==> src/hdl/motor_regs_pkg.sv <==
// Address map, field widths and control byte layout of the motor register block
// Address 0x00 is reserved; writes to it are dropped and reads return zero
// Map assumes at most four drive and four rotation channels below 0x20

package motor_regs_pkg;

    // Bus and field widths
    localparam int ADDR_W  = 6;
    localparam int DATA_W  = 8;
    localparam int ANGLE_W = 12;   // Rotation angle, 12 bit encoder
    localparam int TEMP_W  = 7;    // ADC temperature
    localparam int PWM_W   = 5;    // Drive PWM field in control byte

    typedef logic [ADDR_W-1:0]  addr_t;
    typedef logic [DATA_W-1:0]  data_t;
    typedef logic [ANGLE_W-1:0] angle_t;

    // Broadcast write addresses
    localparam addr_t ADDR_BCAST_ALL   = 6'h01;  // Every motor
    localparam addr_t ADDR_BCAST_ROT   = 6'h02;  // Rotation motors only
    localparam addr_t ADDR_BCAST_DRIVE = 6'h03;  // Drive motors only

    // Drive channels, control then status, two addresses each
    localparam addr_t DRIVE_BASE = 6'h04;

    // Rotation channels, five addresses each
    localparam addr_t ROT_BASE   = 6'h0C;
    localparam int    ROT_STRIDE = 5;

    // Offsets from a rotation channel base
    localparam int ROT_OFS_CTRL    = 0;
    localparam int ROT_OFS_STATUS  = 1;
    localparam int ROT_OFS_TARGET  = 2;  // Target angle bits 7..0
    localparam int ROT_OFS_CURR_LO = 3;  // Current angle bits 7..0
    localparam int ROT_OFS_CURR_HI = 4;  // Done flag, angle bits 11..8, commands on write

    // Bit positions in the control byte
    localparam int CTRL_BRAKE_BIT  = 7;
    localparam int CTRL_ENABLE_BIT = 6;
    localparam int CTRL_DIR_BIT    = 5;

    // Command bits of a CURR_HI write
    localparam int CMD_ABORT_BIT  = 4;
    localparam int CMD_UPDATE_BIT = 5;

    // Control byte, shared by drive and rotation channels
    // Drive uses low as PWM, rotation uses low[3:0] as target angle 11..8
    typedef struct packed {
        logic             brake;      // Bit 7
        logic             enable;     // Bit 6
        logic             direction;  // Bit 5
        logic [PWM_W-1:0] low;        // Bits 4..0
    } motor_ctrl_t;

endpackage

==> src/hdl/reg_bus_if.sv <==
// Host register bus, byte wide, no handshake
// Every strobe is accepted in the cycle it is high

`timescale 1ns/1ps

interface reg_bus_if import motor_regs_pkg::*; ();

    addr_t address;   // Read and write address
    logic  write_en;  // Write strobe, one write per high cycle
    data_t wr_data;   // Write data
    logic  read_en;   // Read strobe, sampled every high cycle

    // Top level drives the bus from its pins
    modport host (
        output address,
        output write_en,
        output wr_data,
        output read_en
    );

    // Channels and read path only observe
    modport target (
        input address,
        input write_en,
        input wr_data,
        input read_en
    );

endinterface

==> src/hdl/drive_channel.sv <==
// One drive motor, control byte at BASE_ADDR and status byte at BASE_ADDR + 1
// Control also takes the drive and all-motor broadcast writes

`timescale 1ns/1ps

module drive_channel import motor_regs_pkg::*; #(
    parameter addr_t BASE_ADDR = DRIVE_BASE
) (
    reg_bus_if.target   bus,
    input  logic        clock,
    input  logic        arst_n,
    input  logic        fault,       // Driver fault flag
    input  logic [TEMP_W-1:0] temp,  // ADC temperature
    output logic        brake,
    output logic        enable,
    output logic        direction,
    output logic [PWM_W-1:0] pwm,
    output data_t       rd_word      // Zero unless address is ours
);

    localparam addr_t CTRL_ADDR   = BASE_ADDR;
    localparam addr_t STATUS_ADDR = addr_t'(BASE_ADDR + 1);

    motor_ctrl_t ctrl_q;
    data_t       status_q;
    logic        ctrl_wr;

    // Own address or either broadcast that covers drives
    assign ctrl_wr = bus.write_en && ((bus.address == CTRL_ADDR)
                                   || (bus.address == ADDR_BCAST_DRIVE)
                                   || (bus.address == ADDR_BCAST_ALL));

    always_ff @(posedge clock or negedge arst_n) begin
        if (!arst_n) begin
            ctrl_q   <= '0;
            status_q <= '0;
        end else begin
            if (ctrl_wr)
                ctrl_q <= motor_ctrl_t'(bus.wr_data);
            status_q <= {fault, temp};  // Sampled every clock
        end
    end

    // Field decode
    assign brake     = ctrl_q.brake;
    assign enable    = ctrl_q.enable;
    assign direction = ctrl_q.direction;
    assign pwm       = ctrl_q.low;

    always_comb begin
        rd_word = '0;
        if (bus.address == CTRL_ADDR)
            rd_word = data_t'(ctrl_q);
        else if (bus.address == STATUS_ADDR)
            rd_word = status_q;
    end

endmodule

==> src/hdl/motor_regs.sv <==
// Host register block for the swerve drive controller
// NUM_DRIVE and NUM_ROT range 1 to 4; per-motor ports are indexed by channel
// Read data returns one cycle after read_en, writes land one cycle after write_en

`timescale 1ns/1ps

module motor_regs import motor_regs_pkg::*; #(
    parameter int NUM_DRIVE = 4,
    parameter int NUM_ROT   = 4
) (
    input  logic        clock,
    input  logic        arst_n,

    // Host bus
    input  addr_t       address,
    input  logic        write_en,
    input  data_t       wr_data,
    input  logic        read_en,
    output data_t       rd_data,

    // Drive motors
    input  logic [NUM_DRIVE-1:0]             drive_fault,
    input  logic [NUM_DRIVE-1:0][TEMP_W-1:0] drive_temp,
    output logic [NUM_DRIVE-1:0]             drive_brake,
    output logic [NUM_DRIVE-1:0]             drive_enable,
    output logic [NUM_DRIVE-1:0]             drive_direction,
    output logic [NUM_DRIVE-1:0][PWM_W-1:0]  drive_pwm,

    // Rotation motors
    input  logic [NUM_ROT-1:0]               rot_fault,
    input  logic [NUM_ROT-1:0][TEMP_W-1:0]   rot_temp,
    input  logic [NUM_ROT-1:0]               rot_startup_fail,
    input  angle_t [NUM_ROT-1:0]             current_angle,
    input  logic [NUM_ROT-1:0]               angle_done,
    output logic [NUM_ROT-1:0]               rot_brake,
    output logic [NUM_ROT-1:0]               rot_enable,
    output logic [NUM_ROT-1:0]               rot_direction,
    output angle_t [NUM_ROT-1:0]             target_angle,
    output logic [NUM_ROT-1:0]               update_angle,
    output logic [NUM_ROT-1:0]               abort_angle
);

    localparam int N_WORDS = NUM_DRIVE + NUM_ROT;

    reg_bus_if bus ();

    data_t rd_words [N_WORDS];  // Drives first, then rotations

    // Pins onto the internal bus
    assign bus.address  = address;
    assign bus.write_en = write_en;
    assign bus.wr_data  = wr_data;
    assign bus.read_en  = read_en;

    for (genvar g = 0; g < NUM_DRIVE; g++) begin : g_drive
        drive_channel #(
            .BASE_ADDR (addr_t'(DRIVE_BASE + 2 * g))
        ) u_drive (
            .bus       (bus),
            .clock     (clock),
            .arst_n    (arst_n),
            .fault     (drive_fault[g]),
            .temp      (drive_temp[g]),
            .brake     (drive_brake[g]),
            .enable    (drive_enable[g]),
            .direction (drive_direction[g]),
            .pwm       (drive_pwm[g]),
            .rd_word   (rd_words[g])
        );
    end

    for (genvar g = 0; g < NUM_ROT; g++) begin : g_rot
        rotation_channel #(
            .BASE_ADDR (addr_t'(ROT_BASE + ROT_STRIDE * g))
        ) u_rot (
            .bus           (bus),
            .clock         (clock),
            .arst_n        (arst_n),
            .fault         (rot_fault[g]),
            .startup_fail  (rot_startup_fail[g]),
            .temp          (rot_temp[g]),
            .current_angle (current_angle[g]),
            .angle_done    (angle_done[g]),
            .brake         (rot_brake[g]),
            .enable        (rot_enable[g]),
            .direction     (rot_direction[g]),
            .target_angle  (target_angle[g]),
            .update_angle  (update_angle[g]),
            .abort_angle   (abort_angle[g]),
            .rd_word       (rd_words[NUM_DRIVE + g])
        );
    end

    read_return #(
        .N_WORDS (N_WORDS)
    ) u_read_return (
        .bus     (bus),
        .clock   (clock),
        .arst_n  (arst_n),
        .words   (rd_words),
        .rd_data (rd_data)
    );

endmodule

==> src/hdl/read_return.sv <==
// Read data path, one cycle latency from read_en
// Channel words must be zero when the channel does not own the address

`timescale 1ns/1ps

module read_return import motor_regs_pkg::*; #(
    parameter int N_WORDS = 8
) (
    reg_bus_if.target   bus,
    input  logic        clock,
    input  logic        arst_n,
    input  data_t       words [N_WORDS],  // One word per channel
    output data_t       rd_data           // Held while read_en is low
);

    data_t read_mux;

    // At most one channel is nonzero, so an OR works as the mux
    // Unmapped addresses fall out as zero
    always_comb begin
        read_mux = '0;
        for (int i = 0; i < N_WORDS; i++) begin
            read_mux = read_mux | words[i];
        end
    end

    always_ff @(posedge clock or negedge arst_n) begin
        if (!arst_n)
            rd_data <= '0;
        else if (bus.read_en)
            rd_data <= read_mux;  // Load on read strobe
    end

endmodule

==> src/hdl/rotation_channel.sv <==
// One rotation motor, five addresses from BASE_ADDR: ctrl, status, target, curr lo, curr hi
// Target low byte has no broadcast; a CURR_HI write issues one-cycle command pulses
// Temperature is reported on 6 bits, bit 6 is not kept

`timescale 1ns/1ps

module rotation_channel import motor_regs_pkg::*; #(
    parameter addr_t BASE_ADDR = ROT_BASE
) (
    reg_bus_if.target   bus,
    input  logic        clock,
    input  logic        arst_n,
    input  logic        fault,          // Driver fault flag
    input  logic        startup_fail,   // Motor stalled at startup
    input  logic [TEMP_W-1:0] temp,     // ADC temperature
    input  angle_t      current_angle,  // Encoder angle
    input  logic        angle_done,     // Arrived at target
    output logic        brake,
    output logic        enable,
    output logic        direction,
    output angle_t      target_angle,
    output logic        update_angle,   // One cycle, start move
    output logic        abort_angle,    // One cycle, stop move
    output data_t       rd_word         // Zero unless address is ours
);

    localparam addr_t CTRL_ADDR    = addr_t'(BASE_ADDR + ROT_OFS_CTRL);
    localparam addr_t STATUS_ADDR  = addr_t'(BASE_ADDR + ROT_OFS_STATUS);
    localparam addr_t TARGET_ADDR  = addr_t'(BASE_ADDR + ROT_OFS_TARGET);
    localparam addr_t CURR_LO_ADDR = addr_t'(BASE_ADDR + ROT_OFS_CURR_LO);
    localparam addr_t CURR_HI_ADDR = addr_t'(BASE_ADDR + ROT_OFS_CURR_HI);
    localparam int    HI_W         = ANGLE_W - DATA_W;  // Angle bits above the target byte

    motor_ctrl_t ctrl_q;
    data_t       target_q;
    data_t       status_q;
    data_t       curr_lo_q;
    data_t       curr_hi_q;
    logic        ctrl_wr;
    logic        target_wr;
    logic        cmd_wr;

    assign ctrl_wr   = bus.write_en && ((bus.address == CTRL_ADDR)
                                     || (bus.address == ADDR_BCAST_ROT)
                                     || (bus.address == ADDR_BCAST_ALL));
    assign target_wr = bus.write_en && (bus.address == TARGET_ADDR);  // No broadcast
    assign cmd_wr    = bus.write_en && (bus.address == CURR_HI_ADDR);

    // Host written registers
    always_ff @(posedge clock or negedge arst_n) begin
        if (!arst_n) begin
            ctrl_q   <= '0;
            target_q <= '0;
        end else begin
            if (ctrl_wr)
                ctrl_q <= motor_ctrl_t'(bus.wr_data);
            if (target_wr)
                target_q <= bus.wr_data;
        end
    end

    // Status side, sampled every clock
    always_ff @(posedge clock or negedge arst_n) begin
        if (!arst_n) begin
            status_q  <= '0;
            curr_lo_q <= '0;
            curr_hi_q <= '0;
        end else begin
            status_q  <= {fault, startup_fail, temp[5:0]};
            curr_lo_q <= current_angle[DATA_W-1:0];
            curr_hi_q <= {angle_done, 3'b000, current_angle[ANGLE_W-1:DATA_W]};
        end
    end

    // Command pulses, high only in the cycle after the write
    always_ff @(posedge clock or negedge arst_n) begin
        if (!arst_n) begin
            update_angle <= 1'b0;
            abort_angle  <= 1'b0;
        end else begin
            update_angle <= cmd_wr && bus.wr_data[CMD_UPDATE_BIT];
            abort_angle  <= cmd_wr && bus.wr_data[CMD_ABORT_BIT];
        end
    end

    assign brake        = ctrl_q.brake;
    assign enable       = ctrl_q.enable;
    assign direction    = ctrl_q.direction;
    assign target_angle = {ctrl_q.low[HI_W-1:0], target_q};  // Ctrl bits 3..0 on top

    always_comb begin
        case (bus.address)
            CTRL_ADDR:    rd_word = data_t'(ctrl_q);
            STATUS_ADDR:  rd_word = status_q;
            TARGET_ADDR:  rd_word = target_q;
            CURR_LO_ADDR: rd_word = curr_lo_q;
            CURR_HI_ADDR: rd_word = curr_hi_q;
            default:      rd_word = '0;
        endcase
    end

endmodule

==> config.mk <==
export PLATFORM = sky130hd
export DESIGN_NAME = motor_regs
export DESIGN_NICKNAME = d
export VERILOG_FILES = /design/src/hdl/motor_regs_pkg.sv /design/src/hdl/reg_bus_if.sv /design/src/hdl/drive_channel.sv /design/src/hdl/motor_regs.sv /design/src/hdl/read_return.sv /design/src/hdl/rotation_channel.sv
export SDC_FILE = /design/constraint.sdc
export NUM_CORES = 1
export LEC_CHECK = 0
export BUFFER_PORTS_ARGS = -buffer_cell sky130_fd_sc_hd__buf_4
export CORE_MARGIN = 3
export CORE_UTILIZATION = 40
export DETAILED_ROUTE_END_ITERATION = 16
export GPL_TIMING_DRIVEN = 0
export HOLD_SLACK_MARGIN = 0.08
export PLACE_DENSITY_LB_ADDON = 0.2
export RECOVER_POWER = 100
export SLEW_MARGIN = 15
export SYNTH_ARGS = -nofsm -noshare
export SYNTH_HDL_FRONTEND = slang
export SYNTH_SLANG_ARGS = --single-unit
==> constraint.sdc <==
create_clock -name clock -period 2.4 [get_ports clock]
set_clock_uncertainty 0.05 [all_clocks]
set_input_delay 0.12 -clock clock [delete_from_list [all_inputs] [get_ports clock]]
set_output_delay 0.12 -clock clock [all_outputs]
set_load 0.05 [all_outputs]
==> results of run 1 <==
[synthesized netlist by cell type, types with 9 or more instances]
cell / n / share of area
a21oi_1: 16 / 0.0084
a22oi_1: 14 / 0.011
a31oi_1: 11 / 0.0072
a32oi_1: 17 / 0.016
and3_1: 11 / 0.0072
buf_2: 20 / 0.010
buf_4: 55 / 0.043
clkbuf_1: 20 / 0.0079
dfrtp_1: 228 / 0.60
mux2_2: 107 / 0.13
mux2i_1: 19 / 0.020
nand2_1: 17 / 0.0067
nand3_1: 20 / 0.010
nor2_1: 22 / 0.0087
nor3_1: 9 / 0.0047
o21ai_0: 12 / 0.0063
[layer usage]
layer | GRT usage | vias up | share of wire
met5 | 0 | - | 0
met4 | 0.0726 | 0 | 0.030
met3 | 0.0627 | 79 | 0.088
met2 | 0.453 | 449 | 0.47
met1 | 0.378 | 3916 | 0.41
li1 | - | 3364 | -
[worst max-delay path: stages]
cell and delay, ps:
buf_4 140, clkbuf_1 220, nor4b_1 620, buf_2 430, buf_4 300, nand3_2 420
mux2_2 430
[worst min-delay path by stage]
stage / from / end / cells past startpoint
6_report: drive_temp[1] / g_drive[0].u_drive.status_q[1] / 2
5_1_grt: drive_temp[27] / g_drive[3].u_drive.status_q[6] / 2
4_1_cts: write_en / g_rot[0].u_rot.ctrl_q[4] / 3
3_5_place_dp: arst_n / g_drive[0].u_drive.status_q[3] / 1
3_3_place_gp: current_angle[10] / g_rot[0].u_rot.curr_hi_q[2] / 1
2_1_floorplan: arst_n / g_drive[0].u_drive.brake / 0
[cells by family (layout without fill, tap and decap cells)]
| kind of cell | Yosys count | in the layout | share of synthesized area |
|---|---|---|---|
| compound gates | 123 | 123 | 0.100 |
| buf+inv | 103 | 515 | 0.0655 |
| flops | 228 | 228 | 0.598 |
| mux | 130 | 130 | 0.153 |
| other cells | 0 | 1 | 0 |
| simple gates | 128 | 128 | 0.0832 |
[power by group]
group / total, W / internal (W) / switching (W)
sequential: 0.00464 / 0.00431 / 0.000334
combinational: 0.00299 / 0.000972 / 0.00202
clock: 0.00405 / 0.00245 / 0.00159
[state kept, by name, summed over array words and instances (netlist names)]
| name | cells |
|---|---|
| g_rot.u_rot.abort_angle | 4 |
| g_rot.u_rot.curr_lo_q | 32 |
| g_rot.u_rot.status_q | 32 |
| g_rot.u_rot.target_q | 32 |
| g_rot.u_rot.enable | 4 |
| g_drive.u_drive.pwm | 20 |
| g_rot.u_rot.direction | 4 |
| g_rot.u_rot.brake | 4 |
| g_rot.u_rot.ctrl_q | 4 |
| g_rot.u_rot.update_angle | 4 |
| g_drive.u_drive.status_q | 32 |
| g_rot.u_rot.target_angle | 16 |
| g_drive.u_drive.direction | 4 |
| g_drive.u_drive.enable | 4 |
| g_rot.u_rot.curr_hi_q | 20 |
| u_read_return.rd_data | 8 |
| g_drive.u_drive.brake | 4 |
[cell type report]
| cell class | instances | area (um^2) | share of cell area |
|---|---|---|---|
| sequential | 228 | 5710 | 0.427 |
| multi-input combinational | 381 | 3150 | 0.236 |
| timing repair buffer | 365 | 2610 | 0.195 |
| clock buffer | 36 | 769 | 0.0576 |
| buffer | 99 | 606 | 0.0453 |
| tap | 313 | 392 | 0.0293 |
| clock inverter | 11 | 116 | 0.00871 |
| inverter | 4 | 15.0 | 0.00112 |
| antenna | 1 | 2.50 | 0.000187 |
[through the flow]
step | instances | setup slack, ps
after floorplan | 712 | 511
after global placement | 1262 | -601
after detailed placement | 1264 | -378
after CTS | 1437 | 167
after global routing | 1438 | 49.1
final | 1438 | 61.3
==> flow_summary.json, run 1 <==
{
  "wl_um": 36300,
  "powerDensity_nw_per_um2": 874,
  "fillers": 2021,
  "antenna_found_initial": 1,
  "fmax_mhz": 428,
  "min_path_type": "in -> reg",
  "die_h_um": 160,
  "rows": 55,
  "port_buffers": 237,
  "clockBufferDepth": 3,
  "leakagePower_nw": 5.92,
  "cp-start-kind": "input port",
  "syn_avg_cell_area_um2": 13.4,
  "initialDrtViolationCount": 711,
  "core_um2": 23100,
  "regToRegSetupSlack_ps": 160,
  "clock-sinks": 228,
  "rsz0062_at_grt": "no",
  "timing.slew.headroom": 0.107,
  "gp_congestion": 0.931,
  "drcViolationCount": 0,
  "groute.usage.overall": 0.278,
  "ctsRootBufferMaster": "clkbuf_16",
  "hold_violations": 0,
  "grt_pass1_wl_um": 53500,
  "grt_pass1_vias": 8236,
  "reg2regPathDepth": 5,
  "cts.htree.levels": 1,
  "hold_slack_ps": 212,
  "synth_area_um2": 9550,
  "path_clk_slew_ps": 60,
  "synth_cells": 712,
  "worstPathRequired_ps": 2750,
  "layout_common_cells": "dfrtp_1 (228), clkbuf_1 (146), dlygate4sd3_1 (125)",
  "pin_count": 246,
  "final_nets": 1243,
  "fin_area_um2": 13400,
  "path_class": "in -> reg",
  "vias": 7808,
  "cts_made_buffers": 26,
  "firstDrtPassIters": 5,
  "wire_per_inst_um": 25.2,
  "setup_viol": 0,
  "finalCritPeriodShare": 0.974,
  "startpoint": "address[3]",
  "dp_hpwl_um": 24000,
  "seq_area_frac_synth": 0.598,
  "syn-num-nets": 850,
  "synth_edf_count": 0,
  "cts.repair.resized": 0,
  "ys_seq_elements": 228,
  "final_common_cell": "dfrtp_1",
  "maxCapViolCount": 0,
  "cts_tree": "yes",
  "synthArstFlopShare": 1.00,
  "ant_nets": 0,
  "grt-ovfl-total": 0,
  "post-cts-setup-buffer-count": 0,
  "placed_cell_area_um2": 11800,
  "reg2reg_from": "g_rot[3].u_rot.target_angle[10]",
  "yosys_warnings": 0,
  "die_w_um": 160,
  "ctsHoldBuffers": 126,
  "die-area_um2": 25800,
  "viasPerCell": 5.43,
  "cp-end-kind": "flop",
  "slew_violations": 0,
  "drive_above_1_share": 0.324,
  "ys.flop_type": "dfrtp_1",
  "power_w": 0.0117,
  "worst_pin_slew_ps": 1340,
  "cp.arrival_ps": 2690,
  "r2r-end": "u_read_return.rd_data[2]",
  "clock_latency_ps": 530,
  "initial_core_util": 0.414,
  "fin_crit_ps": 2340,
  "grt_max_degree": 93,
  "tns_ps": 0,
  "crit_end": "g_rot[1].u_rot.target_q[6]",
  "utilization": 0.580,
  "areaGrowthSynthToFinish_pct": 40.0,
  "path_max_fanout": 10,
  "vdd_drop_max_mv": 0.592,
  "status": "complete, no violations",
  "synth_cell_type_count": 67
}
(Power assumes the default switching activity.)
==> run 2, diff against run 1 <==
--- a/config.mk
+++ b/config.mk
@@ -9,8 +9,8 @@
 export CORE_MARGIN = 3
 export CORE_UTILIZATION = 40
 export DETAILED_ROUTE_END_ITERATION = 16
-export GPL_TIMING_DRIVEN = 0
 export HOLD_SLACK_MARGIN = 0.08
+export MAX_ROUTING_LAYER = met4
 export PLACE_DENSITY_LB_ADDON = 0.2
 export RECOVER_POWER = 100
 export SLEW_MARGIN = 15
==> run 2 against run 1 <==
The flow now finishes with violations (capacitance limit, slew limit). Register-to-register slack gained 130 ps. Cell area shrank 0.87%. Clock power shrank 2%.
==> flow_summary.json, run 2 (synthesized netlist as in run 1, its figures left out) <==
{
  "status": "finished, violations left",
  "violations": "capacitance limit, slew limit",
  "groute.usage.overall": 0.268,
  "initialDrtViolationCount": 563,
  "grt_max_degree": 72,
  "pin_count": 246,
  "die-area_um2": 25800,
  "internal_power_w": 0.00755,
  "grt_pass1_vias": 7864,
  "crit_path_top_delay_cell": "o21ai_1",
  "worstPathRequired_ps": 2750,
  "maxCapViolCount": 2,
  "wl_um": 33900,
  "finalCritPeriodShare": 0.913,
  "die_h_um": 160,
  "powerDensity_nw_per_um2": 859,
  "tns_ps": 0,
  "clock-sinks": 228,
  "vias": 7513,
  "grt-ovfl-total": 0,
  "hold_violations": 0,
  "cts_tree": "yes",
  "fillers": 1979,
  "clockBufferDepth": 3,
  "use_met2": 0.418,
  "grt_pass1_wl_um": 50400,
  "busiest_layer": "met2",
  "timing.slew.headroom": -0.287,
  "fin_crit_ps": 2190,
  "fmax_mhz": 456,
  "rsz0062_at_grt": "no",
  "gp_congestion": 0.951,
  "cp-start-kind": "input port",
  "initial_core_util": 0.414,
  "fin_area_um2": 13200,
  "slowest_delay_ps": 1160,
  "swShare": 0.336,
  "use_met1": 0.364,
  "slew_violations": 70,
  "cp.arrival_ps": 2540,
  "path_max_fanout": 16,
  "antenna_found_initial": 1,
  "core_um2": 23100,
  "cts_made_buffers": 25,
  "ant_nets": 0,
  "placed_cell_area_um2": 11700,
  "clockPowerShare": 0.349,
  "power_switching_w": 0.00383,
  "path_clk_slew_ps": 60,
  "final_nets": 1208,
  "port_buffers": 241,
  "grt_util_met3": 0.0503,
  "layout_common_cells": "dfrtp_1 (228), clkbuf_1 (132), dlygate4sd3_1 (127)",
  "setup_viol": 0,
  "final_common_cell": "dfrtp_1",
  "firstDrtPassIters": 5,
  "leakagePower_nw": 5.85,
  "cp-end-kind": "flop",
  "path_cells": "buf_4 -> clkbuf_1 -> nand2b_1 -> a21oi_1 -> o21ai_1 -> mux2_2",
  "path_class": "in -> reg",
  "viasPerCell": 5.36,
  "ctsRootBufferMaster": "clkbuf_16",
  "p_seq_frac": 0.408,
  "vdd_drop_max_mv": 0.549,
  "areaGrowthSynthToFinish_pct": 38.8,
  "cts.htree.levels": 1,
  "drive_above_1_share": 0.313,
  "die_w_um": 160,
  "hold_slack_ps": 156,
  "pwr-share-comb": 0.243,
  "rows": 55,
  "worst_pin_slew_ps": 1930,
  "cts.repair.resized": 0,
  "drcViolationCount": 0,
  "wire_per_inst_um": 24.2,
  "clock_latency_ps": 530,
  "dp_hpwl_um": 23600,
  "min_path_type": "in -> reg"
}
## run 2: changes by cell type in the layout (fill, tap and decap cells not counted), sizes merged, moves of 2 or more
cell and change:
dlygate4sd3 +2, buf -18, clkinvlp -2, clkbuf -18
## run 2: power groups by stage
| stage | clock (W) | sequential [W] | combinational [W] |
|---|---|---|---|
| 5_1_grt | 0.00417 | 0.00470 | 0.00289 |
| 4_1_cts | 0.00403 | 0.00465 | 0.00310 |
| 3_5_place_dp | 0 | 0.00471 | 0.00293 |
| 6_report | 0.00398 | 0.00464 | 0.00277 |
| 3_3_place_gp | 0 | 0.00470 | 0.00292 |
| 2_1_floorplan | 0 | 0.00521 | 0.00146 |
## run 2: final timing paths
path	start	to	slack, ps	depth (start not counted)
setup / recovery	address[1]	g_rot[3].u_rot.target_angle[9]	210	6
min in group asynchronous	arst_n	g_rot[3].u_rot.curr_hi_q[3]	640	2
hold reg to reg	g_rot[0].u_rot.ctrl_q[4]	g_rot[0].u_rot.ctrl_q[4]	440	1
setup reg to reg	g_rot[3].u_rot.target_angle[10]	u_read_return.rd_data[2]	290	6
hold / removal	address[2]	u_read_return.rd_data[0]	160	4
max in group asynchronous	arst_n	g_drive[2].u_drive.status_q[5]	460	3
## run 2: repair_timing
item / CTS / global route
endpoints found under the hold margin: 456 / 0
setup buffers: 0 / 0
hold buffers: 127 / 0
## run 2: through the flow
| stage | instances | utilization | power, W | setup slack, ps |
|---|---|---|---|---|
| 3_5_place_dp | 1229 | 0.506 | 0.00764 | 212 |
| 2_1_floorplan | 712 | - | 0.00667 | 511 |
| 3_3_place_gp | 1229 | 0.506 | 0.00762 | 276 |
| 4_1_cts | 1400 | 0.598 | 0.0118 | 379 |
| 6_report | 1401 | 0.575 | 0.0114 | 208 |
| 5_1_grt | 1401 | 0.575 | 0.0118 | 158 |
## run 2: critical path, delay by kind of cell
kind	cells	cell delay, ps
AOI/OAI and AO/OA	2	1320
muxes	1	440
buffers and inverters	2	370
and+or+nand+nor	1	270
## run 2: layer usage
| metal | part of all wire | vias to the layer above |
|---|---|---|
| met2 | 0.47 | 363 |
| met5 | 0 | - |
| met1 | 0.43 | 3801 |
| met3 | 0.078 | 50 |
| li1 | - | 3299 |
| met4 | 0.025 | 0 |
## run 2: cell type report
class	instances	area, um^2	share of cell area
multi-input cells	381	3190	0.241
well taps	313	392	0.0296
inverters	4	15.0	0.00113
diodes	1	2.50	0.000189
repair buffers	430	3090	0.233
flip-flops and latches	228	5710	0.431
clock inverters	8	118	0.00888
clock buffers	36	737	0.0556
==> run 3, diff against run 2 <==
--- a/config.mk
+++ b/config.mk
@@ -7,7 +7,7 @@
 export LEC_CHECK = 0
 export BUFFER_PORTS_ARGS = -buffer_cell sky130_fd_sc_hd__buf_4
 export CORE_MARGIN = 3
-export CORE_UTILIZATION = 40
+export CORE_UTILIZATION = 53
 export DETAILED_ROUTE_END_ITERATION = 16
 export HOLD_SLACK_MARGIN = 0.08
 export MAX_ROUTING_LAYER = met4
==> run 3 against run 2 <==
The flow now finishes without violations. Cell area is 2.0% lower. Sequential cell count stayed put. Combinational power hardly changed.
==> flow_summary.json, run 3 (synthesized netlist as in run 1, its figures left out) <==
{
  "ctsHoldBuffers": 127,
  "path_cells": "mux2_2 -> a32oi_1 -> a21oi_1 -> a2111oi_1 -> buf_4 -> a31oi_1",
  "path_class": "reg -> reg",
  "dp_hpwl_um": 22600,
  "setup_viol": 0,
  "wl_um": 34400,
  "grt_pass1_wl_um": 51500,
  "cts_tree": "yes",
  "reg2reg_from": "g_rot[3].u_rot.target_angle[10]",
  "vdd_drop_max_mv": 0.945,
  "die_h_um": 140,
  "reg2regPathDepth": 6,
  "r2r-end": "u_read_return.rd_data[2]",
  "worst_pin_slew_ps": 1340,
  "maxCapViolCount": 0,
  "grt_pass1_vias": 8470,
  "slew_violations": 0,
  "groute.usage.overall": 0.358,
  "wire_per_inst_um": 26.4,
  "grt_max_degree": 74,
  "gp_congestion": 0.925,
  "clockBufferDepth": 3,
  "hold_violations": 0,
  "fmax_mhz": 431,
  "fin_crit_ps": 2320,
  "cts.repair.resized": 0,
  "path_max_fanout": 3,
  "die_w_um": 140,
  "slowest_delay_ps": 860,
  "pre_cts_ws_ps": -102,
  "pin_count": 246,
  "cp.arrival_ps": 2660,
  "finalCritPeriodShare": 0.966,
  "fillers": 1234,
  "dp_cells": 1131,
  "antenna_found_initial": 0,
  "initialDrtViolationCount": 783,
  "ctsRootBufferMaster": "clkbuf_16",
  "post-cts-setup-buffer-count": 0,
  "layout_common_cells": "dfrtp_1 (228), clkbuf_1 (128), dlygate4sd3_1 (127)",
  "timing.slew.headroom": 0.100,
  "areaGrowthSynthToFinish_pct": 36.1,
  "regToRegSetupSlack_ps": 80,
  "hold_slack_ps": 113,
  "crit_path_top_delay_cell": "a2111oi_1",
  "diodes": 0,
  "vias": 7866,
  "leakagePower_nw": 5.76,
  "clock_latency_ps": 520,
  "rows": 48,
  "path_clk_slew_ps": 60,
  "firstDrtPassIters": 7,
  "setup_ws_ps": 81.6,
  "multi_input_area_um2": 3170,
  "worstPathRequired_ps": 2740,
  "power_w": 0.0112,
  "grt-ovfl-total": 0,
  "drcViolationCount": 0,
  "rsz0062_at_grt": "no",
  "final_nets": 1197,
  "core_um2": 17500,
  "clock-sinks": 228,
  "status": "complete, no violations",
  "seq_area_um2": 5710,
  "drive_above_1_share": 0.306,
  "initial_core_util": 0.546,
  "cp-end-kind": "flop",
  "powerDensity_nw_per_um2": 861,
  "startpoint": "g_rot[3].u_rot.target_angle[10]",
  "cts_made_buffers": 24,
  "final_cells": 1301,
  "die-area_um2": 19700,
  "cp-start-kind": "flop",
  "final_common_cell": "dfrtp_1",
  "viasPerCell": 6.05,
  "cts.htree.levels": 1,
  "min_path_type": "in -> async",
  "port_buffers": 241,
  "crit_end": "u_read_return.rd_data[2]",
  "ant_nets": 0
}
==> run 3: layout make-up <==
| cell class | count | share of cell area |
|---|---|---|
| Clock buffer | 35 | 0.0541 |
| Clock inverter | 8 | 0.00742 |
| Inverter | 4 | 0.00116 |
| Multi-Input combinational cell | 381 | 0.244 |
| Sequential cell | 228 | 0.439 |
| Tap cell | 225 | 0.0217 |
| Timing Repair Buffer | 420 | 0.232 |
==> run 3: worst min-delay path by stage <==
stage	startpoint	endpoint	slack (ps)	depth (start not counted)
6_report	arst_n	g_drive[0].u_drive.status_q[2]	110	2
5_1_grt	arst_n	g_drive[0].u_drive.status_q[2]	150	2
4_1_cts	arst_n	g_rot[3].u_rot.curr_lo_q[7]	130	2
3_5_place_dp	arst_n	g_drive[0].u_drive.status_q[2]	80	1
3_3_place_gp	arst_n	g_rot[0].u_rot.status_q[2]	80	1
2_1_floorplan	arst_n	g_drive[0].u_drive.brake	-230	0
==> run 3: power breakdown <==
group          internal (W)  leakage (nW)  switching, W
clock network       0.00224         0.392       0.00150
logic              0.000800          2.59       0.00194
registers           0.00431          2.78      0.000399
==> run 3: critical path: cells and delay by family (launching register included) <==
family	cells	cell delay (ps)
AO/OA/AOI/OAI	4	1210
flip-flops	1	390
multiplexers	1	280
buffers and inverters	1	240
==> run 3: routing by layer <==
layer	routed length (um)	track usage
met5	0	-
met4	1560	0.127
met3	3200	0.0758
met2	16400	0.569
met1	13200	0.460
==> run 3: stage by stage <==
step,setup TNS [ps],area (um^2),utilization
finish,0,13000,0.743
global route,0,13000,0.743
floorplan,0,9550,-
CTS,0,13500,0.775
detailed placement,-102,11500,0.656
global placement,-115,11500,0.656
